--- src/hw/kbdPkg.sv ---
// PS/2 keyboard protocol definitions
package kbdPkg;

    // Raw PS/2 set 2 scan code
    typedef logic [7:0] scanCodeT;

    // ASCII code, zero when the key has no mapping
    typedef logic [7:0] asciiT;

    // Sent ahead of the scan code on key release
    localparam scanCodeT breakPrefix = 8'hF0;

    // Start, eight data, parity, stop
    localparam int frameBits = 11;

    // Scan code FIFO between receiver and tracker
    localparam int fifoDepth = 8;
    typedef logic [2:0] fifoPtrT;

    // Key tracker FSM
    typedef enum logic [1:0] {
        idle,      // No key held
        pressed,   // Make code seen, key held
        breakSeen  // F0 seen, release code follows
    } trackStateT;

endpackage

--- src/hw/displayPkg.sv ---
// Seven-segment display definitions
package displayPkg;

    // Bit 0 is the top segment, bit 6 the middle one
    //    0
    //  5   1
    //    6
    //  4   2
    //    3
    typedef logic [6:0] segT;

    // Active-high patterns for hex digits 0 to F
    localparam segT hexDigitPattern [16] = '{
        7'b0111111, // 0
        7'b0000110, // 1
        7'b1011011, // 2
        7'b1001111, // 3
        7'b1100110, // 4
        7'b1101101, // 5
        7'b1111101, // 6
        7'b0000111, // 7
        7'b1111111, // 8
        7'b1101111, // 9
        7'b1110111, // A
        7'b1111100, // b
        7'b0111001, // C
        7'b1011110, // d
        7'b1111001, // E
        7'b1110001  // F
    };

    localparam segT segOff = 7'b1111111; // Active low, all dark

    typedef logic [7:0] pressCountT; // Wraps at 255

    localparam int digitCount = 6;

endpackage

--- src/hw/keyStatusIf.sv ---
// Tracked key state bundle
`timescale 1ns/1ps

interface keyStatusIf;

    kbdPkg::scanCodeT       keyCode;    // Scan code of the held key
    kbdPkg::asciiT          asciiCode;  // Its ASCII code
    logic                   pressed;    // A key is held
    displayPkg::pressCountT pressCount; // Presses since reset

    modport tracker (
        output keyCode,
        output asciiCode,
        output pressed,
        output pressCount
    );

    modport display (
        input keyCode,
        input asciiCode,
        input pressed,
        input pressCount
    );

endinterface

--- src/hw/asciiLookup.sv ---
// Scan code to ASCII table
`timescale 1ns/1ps

module asciiLookup (
    input  kbdPkg::scanCodeT scanCode,
    output kbdPkg::asciiT    ascii
);

    always_comb begin
        case (scanCode)
            8'h0E:   ascii = 8'h7E; // ~
            8'h16:   ascii = 8'h31; // 1
            8'h1E:   ascii = 8'h32; // 2
            8'h26:   ascii = 8'h33; // 3
            8'h25:   ascii = 8'h34; // 4
            8'h2E:   ascii = 8'h35; // 5
            8'h36:   ascii = 8'h36; // 6
            8'h3D:   ascii = 8'h37; // 7
            8'h3E:   ascii = 8'h38; // 8
            8'h46:   ascii = 8'h39; // 9
            8'h45:   ascii = 8'h30; // 0
            8'h4E:   ascii = 8'h2D; // Minus
            8'h55:   ascii = 8'h3D; // Equals
            8'h5D:   ascii = 8'h5C; // Backslash
            8'h54:   ascii = 8'h5B; // Left bracket
            8'h5B:   ascii = 8'h5D; // Right bracket
            8'h4C:   ascii = 8'h3B; // Semicolon
            8'h52:   ascii = 8'h27; // Apostrophe
            8'h41:   ascii = 8'h2C; // Comma
            8'h49:   ascii = 8'h2E; // Period
            8'h4A:   ascii = 8'h2F; // Slash

            // Letters, lowercase only
            8'h1C:   ascii = 8'h61; // a
            8'h32:   ascii = 8'h62; // b
            8'h21:   ascii = 8'h63; // c
            8'h23:   ascii = 8'h64; // d
            8'h24:   ascii = 8'h65; // e
            8'h2B:   ascii = 8'h66; // f
            8'h34:   ascii = 8'h67; // g
            8'h33:   ascii = 8'h68; // h
            8'h43:   ascii = 8'h69; // i
            8'h3B:   ascii = 8'h6A; // j
            8'h42:   ascii = 8'h6B; // k
            8'h4B:   ascii = 8'h6C; // l
            8'h3A:   ascii = 8'h6D; // m
            8'h31:   ascii = 8'h6E; // n
            8'h44:   ascii = 8'h6F; // o
            8'h4D:   ascii = 8'h70; // p
            8'h15:   ascii = 8'h71; // q
            8'h2D:   ascii = 8'h72; // r
            8'h1B:   ascii = 8'h73; // s
            8'h2C:   ascii = 8'h74; // t
            8'h3C:   ascii = 8'h75; // u
            8'h2A:   ascii = 8'h76; // v
            8'h1D:   ascii = 8'h77; // w
            8'h22:   ascii = 8'h78; // x
            8'h35:   ascii = 8'h79; // y
            8'h1A:   ascii = 8'h7A; // z

            default: ascii = 8'h00; // Unmapped key
        endcase
    end

endmodule

--- src/hw/ps2FrameReceiver.sv ---
// PS/2 frame receiver
`timescale 1ns/1ps

module ps2FrameReceiver (
    input  logic             clk,
    input  logic             rstN,
    input  logic             ps2Clk,
    input  logic             ps2Data,
    output kbdPkg::scanCodeT code,
    output logic             codeValid
);

    logic [2:0]                   clkSync;  // PS/2 clock synchronizer
    logic [3:0]                   bitCount; // Bits taken in this frame
    logic [kbdPkg::frameBits-2:0] frameBuf; // Start, data, parity
    logic                         fallSeen;
    logic                         lastBit;
    logic                         frameOk;

    assign fallSeen = clkSync[2] & ~clkSync[1];
    assign lastBit  = bitCount == 4'(kbdPkg::frameBits - 1);

    // Stop bit is still on the line at the last fall
    assign frameOk = ~frameBuf[0] &    // Start bit low
                     ps2Data &         // Stop bit high
                     ^frameBuf[9:1];   // Odd parity over data and parity bit

    // Data bits sit untouched until the next frame starts
    assign code = frameBuf[8:1];

    always_ff @(posedge clk) begin
        if (!rstN) begin
            clkSync   <= '1; // Idle line is high
            bitCount  <= '0;
            codeValid <= 1'b0;
        end else begin
            clkSync   <= {clkSync[1:0], ps2Clk};
            codeValid <= 1'b0;
            if (fallSeen) begin
                if (lastBit) begin
                    codeValid <= frameOk; // Bad frames are dropped silently
                    bitCount  <= '0;
                end else begin
                    bitCount <= bitCount + 4'd1;
                end
            end
        end
    end

    always_ff @(posedge clk) begin
        if (fallSeen && !lastBit) begin
            frameBuf[bitCount] <= ps2Data;
        end
    end

    // Count always restarts on the eleventh bit
    bitCountInRange: assert property (
        @(posedge clk) disable iff (!rstN)
        bitCount < 4'(kbdPkg::frameBits)
    ) else $error("PS/2 bit counter out of range: %0d", bitCount);

endmodule

--- src/hw/scanCodeFifo.sv ---
// Scan code FIFO
`timescale 1ns/1ps

module scanCodeFifo (
    input  logic             clk,
    input  logic             rstN,
    input  kbdPkg::scanCodeT pushCode,
    input  logic             push,
    input  logic             pop,
    output kbdPkg::scanCodeT headCode,
    output logic             notEmpty
);

    kbdPkg::scanCodeT mem [kbdPkg::fifoDepth];
    kbdPkg::fifoPtrT  wrPtr;
    kbdPkg::fifoPtrT  rdPtr;
    logic [3:0]       fillCount; // 0 to fifoDepth
    logic             full;
    logic             doPush;
    logic             doPop;

    assign full     = fillCount == 4'(kbdPkg::fifoDepth);
    assign notEmpty = fillCount != '0;
    assign doPush   = push && !full; // Code lost when full
    assign doPop    = pop && notEmpty;
    assign headCode = mem[rdPtr];

    always_ff @(posedge clk) begin
        if (doPush) begin
            mem[wrPtr] <= pushCode;
        end
    end

    always_ff @(posedge clk) begin
        if (!rstN) begin
            wrPtr     <= '0;
            rdPtr     <= '0;
            fillCount <= '0;
        end else begin
            if (doPush) begin
                wrPtr <= wrPtr + kbdPkg::fifoPtrT'(1); // Wraps with the pointer width
            end
            if (doPop) begin
                rdPtr <= rdPtr + kbdPkg::fifoPtrT'(1);
            end
            case ({doPush, doPop})
                2'b10:   fillCount <= fillCount + 4'd1;
                2'b01:   fillCount <= fillCount - 4'd1;
                default: fillCount <= fillCount;
            endcase
        end
    end

    // The tracker must only pop what is there
    noPopWhenEmpty: assert property (
        @(posedge clk) disable iff (!rstN)
        pop |-> notEmpty
    ) else $error("Scan code FIFO popped while empty");

endmodule

--- src/hw/keyTracker.sv ---
// Key press tracker
`timescale 1ns/1ps

module keyTracker (
    input  logic             clk,
    input  logic             rstN,
    input  kbdPkg::scanCodeT headCode,
    input  logic             notEmpty,
    output logic             pop,
    keyStatusIf.tracker      status
);

    kbdPkg::trackStateT state;
    kbdPkg::asciiT      lookupAscii;
    logic               newPress;

    asciiLookup iLookup (
        .scanCode (headCode),
        .ascii    (lookupAscii)
    );

    // Drain one code per cycle
    assign pop = notEmpty;

    // Typematic repeats of the held key are not a new press
    assign newPress = pop && (headCode != kbdPkg::breakPrefix) &&
                      ((state == kbdPkg::idle) ||
                       (state == kbdPkg::pressed && headCode != status.keyCode));

    always_ff @(posedge clk) begin
        if (!rstN) begin
            state             <= kbdPkg::idle;
            status.pressed    <= 1'b0;
            status.pressCount <= '0;
        end else if (pop) begin
            if (state == kbdPkg::breakSeen) begin
                state          <= kbdPkg::idle; // Released key code
                status.pressed <= 1'b0;
            end else if (headCode == kbdPkg::breakPrefix) begin
                state <= kbdPkg::breakSeen;
            end else if (newPress) begin
                state             <= kbdPkg::pressed;
                status.pressed    <= 1'b1;
                status.pressCount <= status.pressCount + displayPkg::pressCountT'(1);
            end
        end
    end

    always_ff @(posedge clk) begin
        if (newPress) begin
            status.keyCode   <= headCode;
            status.asciiCode <= lookupAscii;
        end
    end

    // Count moves only forward, one press at a time
    countStepsByOne: assert property (
        @(posedge clk) disable iff (!rstN)
        $past(rstN) && $changed(status.pressCount) |->
            status.pressCount == displayPkg::pressCountT'($past(status.pressCount) + 1)
    ) else $error("Press count jumped to %0h", status.pressCount);

endmodule

--- src/hw/segmentDisplay.sv ---
// Six-digit key status display
`timescale 1ns/1ps

module segmentDisplay (
    keyStatusIf.display     status,
    output displayPkg::segT seg0,
    output displayPkg::segT seg1,
    output displayPkg::segT seg2,
    output displayPkg::segT seg3,
    output displayPkg::segT seg4,
    output displayPkg::segT seg5
);

    logic [4*displayPkg::digitCount-1:0] nibbles;
    displayPkg::segT                     digits [displayPkg::digitCount];

    // Active-low pattern for one hex nibble
    function automatic displayPkg::segT hexSeg(input logic [3:0] nibble);
        return ~displayPkg::hexDigitPattern[nibble];
    endfunction

    // Count on top, then ASCII, then scan code
    assign nibbles = {status.pressCount, status.asciiCode, status.keyCode};

    always_comb begin
        for (int i = 0; i < displayPkg::digitCount; i++) begin
            if (i < 4 && !status.pressed) begin
                digits[i] = displayPkg::segOff; // Key digits dark when released
            end else begin
                digits[i] = hexSeg(nibbles[4*i +: 4]);
            end
        end
    end

    assign seg0 = digits[0]; // Scan code low
    assign seg1 = digits[1];
    assign seg2 = digits[2]; // ASCII low
    assign seg3 = digits[3];
    assign seg4 = digits[4]; // Count low
    assign seg5 = digits[5];

endmodule

--- src/hw/kbdDisplayTop.sv ---
// PS/2 keyboard display top level
`timescale 1ns/1ps

module kbdDisplayTop (
    input  logic            clk,
    input  logic            rstN,
    input  logic            ps2Clk,
    input  logic            ps2Data,
    output displayPkg::segT seg0,
    output displayPkg::segT seg1,
    output displayPkg::segT seg2,
    output displayPkg::segT seg3,
    output displayPkg::segT seg4,
    output displayPkg::segT seg5
);

    kbdPkg::scanCodeT rxCode;
    logic             rxValid;
    kbdPkg::scanCodeT headCode;
    logic             notEmpty;
    logic             pop;

    keyStatusIf keyStatus ();

    ps2FrameReceiver iReceiver (
        .clk       (clk),
        .rstN      (rstN),
        .ps2Clk    (ps2Clk),
        .ps2Data   (ps2Data),
        .code      (rxCode),
        .codeValid (rxValid)
    );

    scanCodeFifo iFifo (
        .clk      (clk),
        .rstN     (rstN),
        .pushCode (rxCode),
        .push     (rxValid),
        .pop      (pop),
        .headCode (headCode),
        .notEmpty (notEmpty)
    );

    keyTracker iTracker (
        .clk      (clk),
        .rstN     (rstN),
        .headCode (headCode),
        .notEmpty (notEmpty),
        .pop      (pop),
        .status   (keyStatus.tracker)
    );

    segmentDisplay iDisplay (
        .status (keyStatus.display),
        .seg0   (seg0),
        .seg1   (seg1),
        .seg2   (seg2),
        .seg3   (seg3),
        .seg4   (seg4),
        .seg5   (seg5)
    );

endmodule

--- config.mk ---
export PLATFORM = sky130hd
export DESIGN_NAME = kbdDisplayTop
export DESIGN_NICKNAME = d
export VERILOG_FILES = /design/src/hw/kbdPkg.sv /design/src/hw/displayPkg.sv /design/src/hw/keyStatusIf.sv /design/src/hw/asciiLookup.sv /design/src/hw/ps2FrameReceiver.sv /design/src/hw/scanCodeFifo.sv /design/src/hw/keyTracker.sv /design/src/hw/segmentDisplay.sv /design/src/hw/kbdDisplayTop.sv
export SDC_FILE = /design/constraint.sdc
export NUM_CORES = 1
export LEC_CHECK = 0
export BUFFER_PORTS_ARGS = -buffer_cell sky130_fd_sc_hd__buf_2
export CELL_PAD_IN_SITES_DETAIL_PLACEMENT = 1
export CELL_PAD_IN_SITES_GLOBAL_PLACEMENT = 1
export CORE_AREA = 3 3 160 162
export CTS_BUF_LIST = sky130_fd_sc_hd__clkbuf_4
export CTS_CLUSTER_DIAMETER = 120
export CTS_CLUSTER_SIZE = 8
export DETAILED_ROUTE_END_ITERATION = 7
export DIE_AREA = 0 0 163 165
export PLACE_DENSITY_LB_ADDON = 0.1
export SYNTH_ARGS = -nofsm -noshare
export SYNTH_HDL_FRONTEND = slang
export SYNTH_SLANG_ARGS = --single-unit
--- constraint.sdc ---
create_clock -name clk -period 2.8 [get_ports clk]
set_input_delay 0.56 -clock clk [delete_from_list [all_inputs] [get_ports clk]]
set_output_delay 0.56 -clock clk [all_outputs]
set_load 0.1 [all_outputs]
; ---- After elaboration in Yosys (flattened, before gate mapping)
; Memories as Yosys holds them, arrays and structs flattened. A register that Yosys moved wholly into a read port is not among the register bits.
; Index checks and enable logic that the tools add are counted.
[totals]
romBits = 1568
regBits = 55
in_bits = 4
wordCells = 113
memories = 8
ram_bits = 64
[op_classes]
add_sub_neg = 6
n_mux = 31
n_reduce_logical = 19
eq_ne = 10
bitwise_logic = 19
magnitude_cmp = 8
[mem_list]
columns = memory, depth, width, read_ports, rd_ports_with_merged_regs, write_ports, line_no
row1 = (name not given), 128, 7, 1, 1, 0, asciiLookup.sv:10  ; case (scanCode)
row2 = (name not given), 16, 7, 1, 0, 0, segmentDisplay.sv:19  ; return ~displayPkg::hexDigitPattern[nibble];
row3 = (name not given), 16, 7, 1, 0, 0, segmentDisplay.sv:19
row4 = (name not given), 16, 7, 1, 0, 0, segmentDisplay.sv:19
row5 = (name not given), 16, 7, 1, 0, 0, segmentDisplay.sv:19
row6 = (name not given), 16, 7, 1, 0, 0, segmentDisplay.sv:19
row7 = 2 more memories, -, -, -, -, -, -
[op_table]
columns = op, n
row1 = $mux 7, 16
row2 = $not 7->7, 6
row3 = $ge 5x5->1 const B, 6
row4 = $not 4->5, 6
row5 = $bwmux 10, 1
row6 = $reduce_xor 9->1, 1
row7 = $add 4x1->4 const B, 2
row8 = $add 8x1->8 const B, 1
row9 = $eq 4x4->1 const B, 2
row10 = $eq 8x8->1 const B, 1
row11 = $ne 8x8->1, 1
row12 = $ne 8x8->1 const B, 1
row13 = $pmux 4 s2, 1
row14 = $add 3x1->3 const B, 2
row15 = $logic_and 1x1->1, 6
row16 = $mux 1, 6
row17 = $mux 2, 3
row18 = $mux 3, 2
row19 = $reduce_and 3->1, 2
row20 = $lt 4x5->1 const B, 1
row21 = $demux 1 s4, 1
row22 = $eq 2x1->1 const B, 2
row23 = $eq 2x2->1 const B, 2
row24 = $ge 4x1->1 const B, 1
row25 = other kinds (13), 20

; ---- Longest topological paths before layout
; Gate-level depths: netlist (run 1).
[depth]
word_depth = 7
mapped_depth = 12
ltp_nobuf = 11

; ---- Modules after synthesis
; Synthesis (run 1) repeated with hierarchy kept, for this count alone.
[hier_totals]
hier_cells = 671
hier_area_um2 = 7589.8
[by_module_without_submodules]
columns = mod, cells_per_inst, n_inst, area_each_um2, seq_area_each_um2
row1 = scanCodeFifo, 168, 1, 3101.7, 2182.1
row2 = segmentDisplay, 207, 1, 1596.5, 0.0
row3 = keyTracker, 87, 1, 1089.8, 700.7
row4 = asciiLookup, 132, 1, 982.2, 0.0
row5 = ps2FrameReceiver, 77, 1, 819.5, 460.4

; ---- Worst setup path before layout (run 1)
; Ideal clock, no wire load.
[synth_path]
path_type = reg2out
start = register iTracker.status.keyCode[4]
end = output port seg1[1]
arrival_ns = 4.340
slack_ns = -2.100
required_time_ns = 2.240
stages_incl_launch_ff = 5
path_buffers = 0
path_cell_list = edfxtp_1 > inv_1 > ha_1 > inv_1 > o311ai_0
[synth_via]
elab_chain_cells = 6
[synth_rtl]
columns = element, line_no
row1 = from (decl), keyStatusIf.sv:12  ; output keyCode,
row2 = from (signal assigned), keyTracker.sv:51  ; status.keyCode <= headCode;
row3 = $not 4->5 (not written as such), segmentDisplay.sv:19
row4 = $mem_v2 16x7, -
row5 = $mux 7 (not written as such) (2 in a row), segmentDisplay.sv:19
row6 = $not 7->7, segmentDisplay.sv:19
row7 = $mux 7, segmentDisplay.sv:27  ; if (i < 4 && !status.pressed) begin
row8 = to (decl), kbdDisplayTop.sv:10  ; output displayPkg::segT seg1,
; No other way between the ends. The select of a mux whose other input is x is not followed.

==> impl_metrics.json, run 1 <==
{
  "num-nets-final": 861,
  "wl_met3_um": 429,
  "worstMarginPinSlew_ns": 0.608,
  "wl_per_cell_um": 17.6,
  "synthArstFlopShare": 0,
  "power.density_mw_per_mm2": 1210,
  "hold_class": "in -> reg",
  "drt_iter0_drc": 263,
  "drc_errors": 0,
  "layout-area-overhead-vs-synth_pct": 29.5,
  "setup_viol": 0,
  "vias": 5710,
  "grt_pass1_vias": 5845,
  "die_area_mm2": 0.0269,
  "cp_top_family": "multiplexers",
  "ir_worst_vdd_mv": 0.670,
  "drive_gt1_frac": 0.342,
  "post-route-min-period_ns": 2.74,
  "rr_worst_depth": 8,
  "critPathSlowestCell": "mux4_2",
  "portBuffers": 45,
  "wl_met1_um": 8810,
  "dp_hpwl_um": 14500,
  "top_layer_used": "met4",
  "hold_viol_final": 0,
  "crit_fanout": 16,
  "clock_path_buffers": 2,
  "core-area_mm2": 0.0242,
  "holdPathEnd": "iReceiver.clkSync[0]",
  "hold_start": "ps2Clk",
  "setup_tns_ns": 0,
  "routed_via_density": 4.99,
  "clk_pin_slew_ns": 0.12,
  "die_w_um": 163,
  "dr.pass1.iters": 4,
  "regToRegSetupSlack_ns": 0.06,
  "cts.sinks": 121,
  "tritoncts": "done",
  "grt_usage": 0.147,
  "crit_arrival_ns": 3.10,
  "core.rowCount": 57,
  "place_congestion": 0.883,
  "path_buf_inv": 2,
  "boundaryPins": 46,
  "rsz0062_at_grt": "yes",
  "antenna_left": 0,
  "rr_endpoint": "iTracker.status.asciiCode[6]",
  "status": "finished clean",
  "end_kind": "flip-flop",
  "grt_pass1_wl_um": 31200,
  "syn-mean-instance-area_um2": 10.6,
  "numCtsBuffers": 17,
  "overflow": 0,
  "max_freq_mhz": 365,
  "clkLatencyLatePin_ns": 0.52,
  "path_class": "reg -> reg",
  "wl_met2_um": 10700,
  "clock_skew_ns": 0.0180,
  "worstHoldPathCells": 2,
  "htree_levels": 4,
  "layout_commonest_cell": "edfxtp_1",
  "synth_nets": 744,
  "root_buffer": "clkbuf_4",
  "syn_inst": 689,
  "whs_ns": 0.211,
  "fill_cells": 2709,
  "cp_data_required_time_ns": 3.16,
  "start_util": 0.301,
  "path_cells": "clkbuf_16 > mux4_2 > mux2i_4 > buf_4 > ha_1 > nor3_1 > o311a_1 > o31ai_2",
  "synth_ff_type": "edfxtp_1",
  "finalMaxSlewViolations": 0,
  "seq_area_frac_synth": 0.454,
  "yosys_register_bits": 121,
  "synth.distinct_cells": 61,
  "wl_um": 20100,
  "max_stage_delay_ns": 0.52,
  "p_leak_nw": 3.38,
  "synth_warnings": 0,
  "fin_crit_sh": 0.978,
  "synth_edf_count": 89,
  "cts.hold.buffers_added": 0,
  "grt_antenna_before_repair": 1,
  "netlist_area_mm2": 0.00729,
  "start_kind": "flip-flop",
  "relSlewSlack": 0.594,
  "grt_max_degree": 29,
  "die_h_um": 165,
  "layout_common_cells": "edfxtp_1 (89), buf_4 (70), nand2_1 (69)",
  "drv_cap": 0
}
-- stage by stage --
step / util / total power [W] / instance area (µm²) / worst slack (ns) / cells
after floorplan: - / 0.00738 / 7490 / -0.159 / 689
after global placement: 0.344 / 0.00877 / 8350 / -0.221 / 1074
after detailed placement: 0.344 / 0.00889 / 8350 / -0.210 / 1074
after CTS: 0.367 / 0.0107 / 8890 / -0.00806 / 1123
after global routing: 0.389 / 0.0121 / 9440 / -0.0445 / 1144
final: 0.389 / 0.0114 / 9440 / 0.0627 / 1144
-- worst max-delay path by stage --
stage / to / cells past startpoint
global placement: iTracker.status.asciiCode[3] / 12
CTS: iTracker.status.asciiCode[0] / 11
detailed placement: iTracker.status.asciiCode[3] / 12
floorplan: seg5[0] / 5
finish: iTracker.status.asciiCode[6] / 8
global route: iTracker.status.asciiCode[5] / 8
-- flip-flops by register name, summed over array words and instances (netlist names), 2 cells and up, named ones only --
| register | count |
|---|---|
| iFifo.rdPtr | 3 |
| iTracker.status.asciiCode | 7 |
| iTracker.state | 2 |
| iFifo.wrPtr | 3 |
| iReceiver.frameBuf | 10 |
| iTracker.status.pressCount | 8 |
| iFifo.fillCount | 4 |
| iReceiver.clkSync | 3 |
| iReceiver.bitCount | 4 |
| iFifo.mem | 64 |
| iTracker.status.keyCode | 8 |
-- timing repair --
| item | 4_1_cts | 5_1_grt |
|---|---|---|
| pin swaps | 2 | 14 |
| endpoints found under the setup margin | 44 | 39 |
| gates resized for setup | 34 | 105 |
| buffers inserted | 17 | 18 |
| cloned | 0 | 2 |
-- routing by layer --
| layer | up-vias | GRT usage |
|---|---|---|
| met5 | - | 0 |
| met1 | 2875 | 0.182 |
| li1 | 2762 | - |
| met3 | 11 | 0.0258 |
| met2 | 62 | 0.267 |
| met4 | 0 | 0.0338 |
-- cell families (layout without fill, tap and decap cells) --
family          Yosys count  count (layout)  synth area share
xor+xnor                 22              22            0.0264
buf+inv                  71             201            0.0426
fa+ha+maj                51              51            0.0886
simple gates            227             227             0.150
flops                   121             121             0.454
other cells               0               1                 0
compound gates          144             144             0.128
mux                      53              53             0.110
-- where the power goes --
part | leakage, nW | internal (W) | switching [W]
clock | 0.168 | 0.000710 | 0.000710
sequential | 1.08 | 0.00218 | 0.000281
combinational | 2.13 | 0.00271 | 0.00482
total | 3.38 | 0.00560 | 0.00581
-- Yosys cell counts (3+ instances only) --
library cell / instances / area [µm²]
edfxtp_1: 89 / 2670
nand2_1: 73 / 274
nor2_1: 56 / 210
ha_1: 50 / 626
a21oi_1: 34 / 170
inv_1: 33 / 124
dfxtp_1: 32 / 641
o21ai_0: 32 / 160
mux2i_1: 30 / 300
clkbuf_1: 22 / 82.6
nand2b_1: 19 / 119
nand3_1: 18 / 90.1
mux4_2: 17 / 383
nor3_1: 16 / 80.1
o211ai_1: 16 / 120
xnor2_1: 16 / 140
nor2b_1: 9 / 56.3
and2_1: 7 / 43.8
o311ai_0: 7 / 61.3
a211oi_1: 6 / 45.0
or3_1: 6 / 37.5
xor2_1: 6 / 52.6
a31oi_1: 5 / 31.3
buf_2: 5 / 25.0
buf_6: 5 / 56.3
nand3b_1: 5 / 37.5
nor4_1: 5 / 31.3
o21a_1: 5 / 37.5
o21ai_1: 5 / 25.0
a22o_1: 4 / 35.0
inv_2: 4 / 15.0
mux2i_4: 4 / 90.1
o22ai_1: 4 / 25.0
o31ai_1: 4 / 30.0
a21boi_0: 3 / 22.5
a22oi_1: 3 / 22.5
nor4_2: 3 / 37.5
-- area by class of cell --
type,instances,area [µm²],area share
inverter,39,160,0.0170
tap,324,405,0.0429
clock inverter,15,196,0.0208
antenna,1,2.50,0.000265
sequential,121,3330,0.352
multi-input combinational,497,4080,0.432
clock buffer,17,128,0.0135
timing repair buffer,130,1140,0.121
(Power assumes the default switching activity.)
==> run 2: changes to the inputs <==
CTS_CLUSTER_SIZE = 16   (was 8)
clock period = 2.2 ns   (was 2.8 ns; I/O delays follow)
==> impl_metrics.json, run 2 (synthesis gave the netlist of run 1 again) <==
{
  "status": "complete, but fails checks",
  "violations": "setup timing",
  "pre_cts_slack_ns": -0.510,
  "grt_max_degree": 25,
  "whs_ns": 0.0999,
  "max_freq_mhz": 374,
  "hold_class": "in -> reg",
  "relSlewSlack": 0.732,
  "drv_cap": 0,
  "cp_data_required_time_ns": 2.47,
  "hold_start": "ps2Clk",
  "grt_pass1_vias": 6473,
  "numCtsBuffers": 17,
  "cp_top_family": "multiplexers",
  "crit_arrival_ns": 2.95,
  "clock_path_buffers": 2,
  "end_kind": "flip-flop",
  "power.density_mw_per_mm2": 1520,
  "start_kind": "flip-flop",
  "cts.sinks": 121,
  "dr.pass1.iters": 5,
  "fin_crit_sh": 1.22,
  "rr_worst_depth": 9,
  "timing.final.ws_setup_ns": -0.476,
  "drc_errors": 0,
  "rr_endpoint": "iTracker.status.asciiCode[1]",
  "setup_viol": 67,
  "largest_register_ffs": 64,
  "grt_pass1_wl_um": 34600,
  "layout_common_cells": "buf_4 (118), edfxtp_1 (89), nand2_1 (59)",
  "rsz0062_at_grt": "yes",
  "start_util": 0.301,
  "utilization": 0.472,
  "ir_worst_vdd_mv": 0.830,
  "clock_skew_ns": 0.0230,
  "total_power_w": 0.0174,
  "regMostFlops": "iFifo.mem",
  "die_area_mm2": 0.0269,
  "core.rowCount": 57,
  "root_buffer": "clkbuf_4",
  "drt_iter0_drc": 215,
  "die_h_um": 165,
  "die_w_um": 163,
  "final_area_mm2": 0.0114,
  "antenna_left": 0,
  "worstMarginPinSlew_ns": 0.402,
  "drive_gt1_frac": 0.500,
  "tritoncts": "done",
  "post_dp_cell_area_mm2": 0.00949,
  "overflow": 0,
  "dp_hpwl_um": 15400,
  "clkLatencyLatePin_ns": 0.53,
  "boundaryPins": 46,
  "worstHoldPathCells": 2,
  "crit_fanout": 6,
  "wl_um": 21600,
  "place_congestion": 0.817,
  "clk_pin_slew_ns": 0.11,
  "path_cells": "buf_12 > mux4_2 > mux2_4 > inv_6 > ha_4 > a211oi_2 > a2111oi_2 > nor4_1 > nor2_1",
  "post-route-min-period_ns": 2.68,
  "layout_commonest_cell": "buf_4",
  "finalMaxSlewViolations": 0,
  "reg_top3": "iFifo.mem: 64 flops, iReceiver.frameBuf: 10 flops",
  "critPathSlowestCell": "mux4_2",
  "path_class": "reg -> reg",
  "holdPathEnd": "iReceiver.clkSync[0]",
  "vias": 6050,
  "path_buf_inv": 2,
  "grt_antenna_before_repair": 1,
  "core-area_mm2": 0.0242,
  "grt_usage": 0.163,
  "hold_viol_final": 0,
  "wl_per_cell_um": 17.6,
  "routed_via_density": 4.93,
  "max_stage_delay_ns": 0.48,
  "portBuffers": 45,
  "layout-area-overhead-vs-synth_pct": 57.0,
  "p_leak_nw": 4.23,
  "regToRegSetupSlack_ns": -0.48,
  "htree_levels": 4,
  "num-nets-final": 944
}
## run 2: cell types whose count changed in the layout (fill, tap and decap cells not counted), moves of 10 or more
cell,change
buf_4,+48
mux2i_1,-10
nand2_1,-10
clkbuf_4,-15
buf_6,+28
ha_1,-15
ha_4,+16
buf_12,+35
buf_2,-17
## run 2: through the flow
step	std cells	TNS [ns]
floorplan	689	-16.70
global placement	1127	-12.12
detailed placement	1127	-13.49
CTS	1206	-19.84
global route	1227	-27.19
finish	1227	-18.78
## run 2: worst max-delay path by stage
stage / endpoint / cells after the start
floorplan: seg0[1] / 4
finish: iTracker.status.asciiCode[1] / 9
detailed placement: iTracker.status.asciiCode[6] / 9
global placement: iTracker.status.asciiCode[3] / 11
global route: seg0[3] / 7
CTS: seg0[3] / 6
## run 2: area by class of cell
class | instances | area [µm²]
Timing Repair Buffer | 212 | 2400
Clock inverter | 15 | 196
Inverter | 39 | 174
Tap cell | 324 | 405
Antenna cell | 1 | 2.50
Sequential cell | 121 | 3350
Fill cell | 2579 | 12800
Multi-Input combinational cell | 498 | 4800
Clock buffer | 17 | 128
## run 2: layer usage
| metal | GRT usage | routed length, µm | vias up | part of all wire |
|---|---|---|---|---|
| met2 | 0.310 | 11800 | 69 | 0.55 |
| met1 | 0.188 | 9030 | 3022 | 0.42 |
| met3 | 0.0263 | 389 | 26 | 0.018 |
| met5 | 0 | 0 | - | 0 |
| li1 | - | - | 2933 | - |
| met4 | 0.0458 | 362 | 0 | 0.017 |
## run 2: timing repair
action | CTS | global route
pin swaps | 51 | 39
hold buffers | 0 | 0
gates cloned | 3 | 0
endpoints found under the setup margin | 75 | 76
hold endpoints to repair | 0 | 0
setup buffers | 45 | 23
gates resized for setup | 206 | 63
## run 2: where the power goes
| group | switching [W] | total [W] | internal, W |
|---|---|---|---|
| Combinational | 0.00699 | 0.0125 | 0.00548 |
| Clock | 0.000898 | 0.00181 | 0.000907 |
| Sequential | 0.000342 | 0.00313 | 0.00278 |
| Total | 0.00823 | 0.0174 | 0.00917 |
## run 2: worst reg2reg max path, delay by kind of cell (launching register included)
kind                       cells  cell delay (ns)
muxes                          2             0.85
and+or+nand+nor                2             0.43
DFF                            1             0.41
AOI/OAI and AO/OA              2             0.28
buffers and inverters          2             0.24
adders and majority gates      1             0.22
==> run 3: changes to the inputs <==
ABC_AREA = 1   (was unset)
CORE_AREA = 3 3 162 164   (was 3 3 160 162)
DIE_AREA = 0 0 165 167   (was 0 0 163 165)
==> impl_metrics.json, run 3 <==
{
  "die_area_mm2": 0.0276,
  "synth_area_leader_cell": "edfxtp_1",
  "synth_edf_count": 89,
  "grt_pass1_vias": 7223,
  "portBuffers": 45,
  "grt_usage": 0.177,
  "timing.final.ws_setup_ns": -0.285,
  "yosysMostFrequentCell": "nand2_1",
  "yosys_register_bits": 121,
  "drive_gt1_frac": 0.511,
  "cts.hold.buffers_added": 0,
  "rsz0062_at_grt": "yes",
  "path_class": "reg -> out",
  "vias": 7075,
  "synthArstFlopShare": 0,
  "max_freq_mhz": 402,
  "clock_skew_ns": 0.0273,
  "crit_fanout": 5,
  "tritoncts": "done",
  "utilization": 0.492,
  "hold_viol_final": 0,
  "syn_inst": 915,
  "synth_ff_type": "edfxtp_1",
  "hold_class": "in -> reg",
  "multi_input_area_mm2": 0.00510,
  "core.rowCount": 58,
  "reg_top3": "iFifo.mem: 64 flops, iReceiver.frameBuf: 10 flops",
  "status": "complete, but fails checks",
  "grt_max_degree": 29,
  "synth_nets": 970,
  "end_kind": "primary output",
  "die_h_um": 167,
  "grt_pass1_wl_um": 38600,
  "clkLatencyLatePin_ns": 0.56,
  "layout-area-overhead-vs-synth_pct": 65.2,
  "worstMarginPinSlew_ns": 0.614,
  "syn-mean-instance-area_um2": 8.15,
  "die_w_um": 165,
  "drc_errors": 0,
  "dr.pass1.iters": 4,
  "dp_hpwl_um": 15900,
  "wl_um": 25100,
  "fill_cells": 2764,
  "synth_top_area_share": 0.358,
  "overflow": 0,
  "drv_cap": 0,
  "cp_data_required_time_ns": 1.76,
  "regMostFlops": "iFifo.mem",
  "finalMaxSlewViolations": 0,
  "regToRegSetupSlack_ns": -0.06,
  "start_kind": "flip-flop",
  "setup_viol": 55,
  "crit_arrival_ns": 2.05,
  "num-nets-final": 1182,
  "wl_per_cell_um": 17.1,
  "drt_iter0_drc": 350,
  "clk_pin_slew_ns": 0.12,
  "largest_register_ffs": 64,
  "post-route-min-period_ns": 2.49,
  "boundaryPins": 46,
  "htree_levels": 4,
  "numCtsBuffers": 17,
  "relSlewSlack": 0.590,
  "synthTopCellsByCount": "nand2_1 (234), inv_1 (116), edfxtp_1 (89)",
  "root_buffer": "clkbuf_4",
  "seqCellArea_mm2": 0.00334,
  "routed_via_density": 4.81,
  "seq_area_frac_synth": 0.444,
  "cts.sinks": 121,
  "synth_warnings": 0,
  "layout_common_cells": "nand2_1 (157), buf_4 (116), edfxtp_1 (89)",
  "antenna_left": 0,
  "core-area_mm2": 0.0250,
  "synth.distinct_cells": 48,
  "layout_commonest_cell": "nand2_1",
  "clock_path_buffers": 2,
  "start_util": 0.298,
  "violations": "setup timing",
  "place_congestion": 0.847,
  "synth.area.top_cells": "edfxtp_1 (36%), nand2_1 (12%), dfxtp_1 (8.6%)",
  "fin_crit_sh": 1.13,
  "netlist_area_mm2": 0.00746,
  "grt_antenna_before_repair": 1
}
==> run 3: cell types whose count changed in the layout (fill, tap and decap cells not counted), sizes merged, moves of 11 or more <==
cell	previous run	this run
inv	41	126
nor2	58	83
nand2	73	251
nor3	16	5
nand3	18	88
mux2i	34	0
nand2b	19	0
o21ai	37	49
mux4	17	0
buf	208	220
==> run 3: cell families (layout without fill, tap and decap cells) <==
| logic type | Yosys count | after routing | synth area share |
|---|---|---|---|
| compound gates | 134 | 134 | 0.112 |
| other cells | 0 | 1 | 0 |
| buf+inv | 156 | 381 | 0.0886 |
| xor+xnor | 15 | 15 | 0.0176 |
| simple gates | 438 | 438 | 0.251 |
| flops | 121 | 121 | 0.444 |
| fa+ha+maj | 51 | 51 | 0.0866 |
==> run 3: repair_timing <==
| action | 4_1_cts | 5_1_grt |
|---|---|---|
| gates cloned | 6 | 0 |
| pin swaps | 86 | 94 |
| resized for setup | 275 | 204 |
| setup endpoints to repair | 75 | 76 |
| setup buffers | 60 | 30 |
==> run 3: area by class of cell <==
cell class	instances	share of cell area
clock inverters	14	0.0133
flip-flops and latches	121	0.271
well taps	330	0.0335
inverters	124	0.0453
repair inverters	3	0.00315
clock buffers	18	0.0110
multi-input cells	638	0.414
diodes	1	0.000203
repair buffers	222	0.208
==> run 3: worst paths after layout <==
kind | startpoint | endpoint | cells after the start
max | iTracker.status.keyCode[0] | seg0[6] | 6
min | ps2Clk | iReceiver.clkSync[0] | 2
max reg2reg | flip-flop | iTracker.status.keyCode[0] | 16
min reg2reg | iReceiver.clkSync[0] | iReceiver.clkSync[1] | 1
==> run 3: worst max-delay path, cell delays in order, from the launching register on <==
cell	delay, ns
edfxtp_1	0.55
inv_4	0.15
buf_6	0.11
ha_4	0.12
nand2_4	0.05
o211ai_1	0.26
clkbuf_16	0.26
==> run 3: metrics by stage <==
step	setup slack, ns	TNS [ns]	instances	area [µm²]	hold slack, ns
2_1_floorplan	-0.620	-5.92	915	7720	0.392
3_3_place_gp	-0.200	-5.08	1347	9370	0.394
3_5_place_dp	-0.220	-5.71	1347	9370	0.401
4_1_cts	-0.286	-5.47	1445	11300	0.0159
5_1_grt	-0.414	-13.27	1471	12300	0.00866
6_report	-0.285	-5.43	1471	12300	0.0682
==> run 3: metal layers <==
| layer | track usage | share of wire |
|---|---|---|
| met1 | 0.241 | 0.45 |
| met2 | 0.287 | 0.50 |
| met3 | 0.0284 | 0.027 |
| met4 | 0.0547 | 0.017 |
| met5 | 0 | 0 |
Power of run 3 is left out: the tool's default activity adds up to more than one toggle a clock period on the data nets, which glitch-free logic cannot reach.
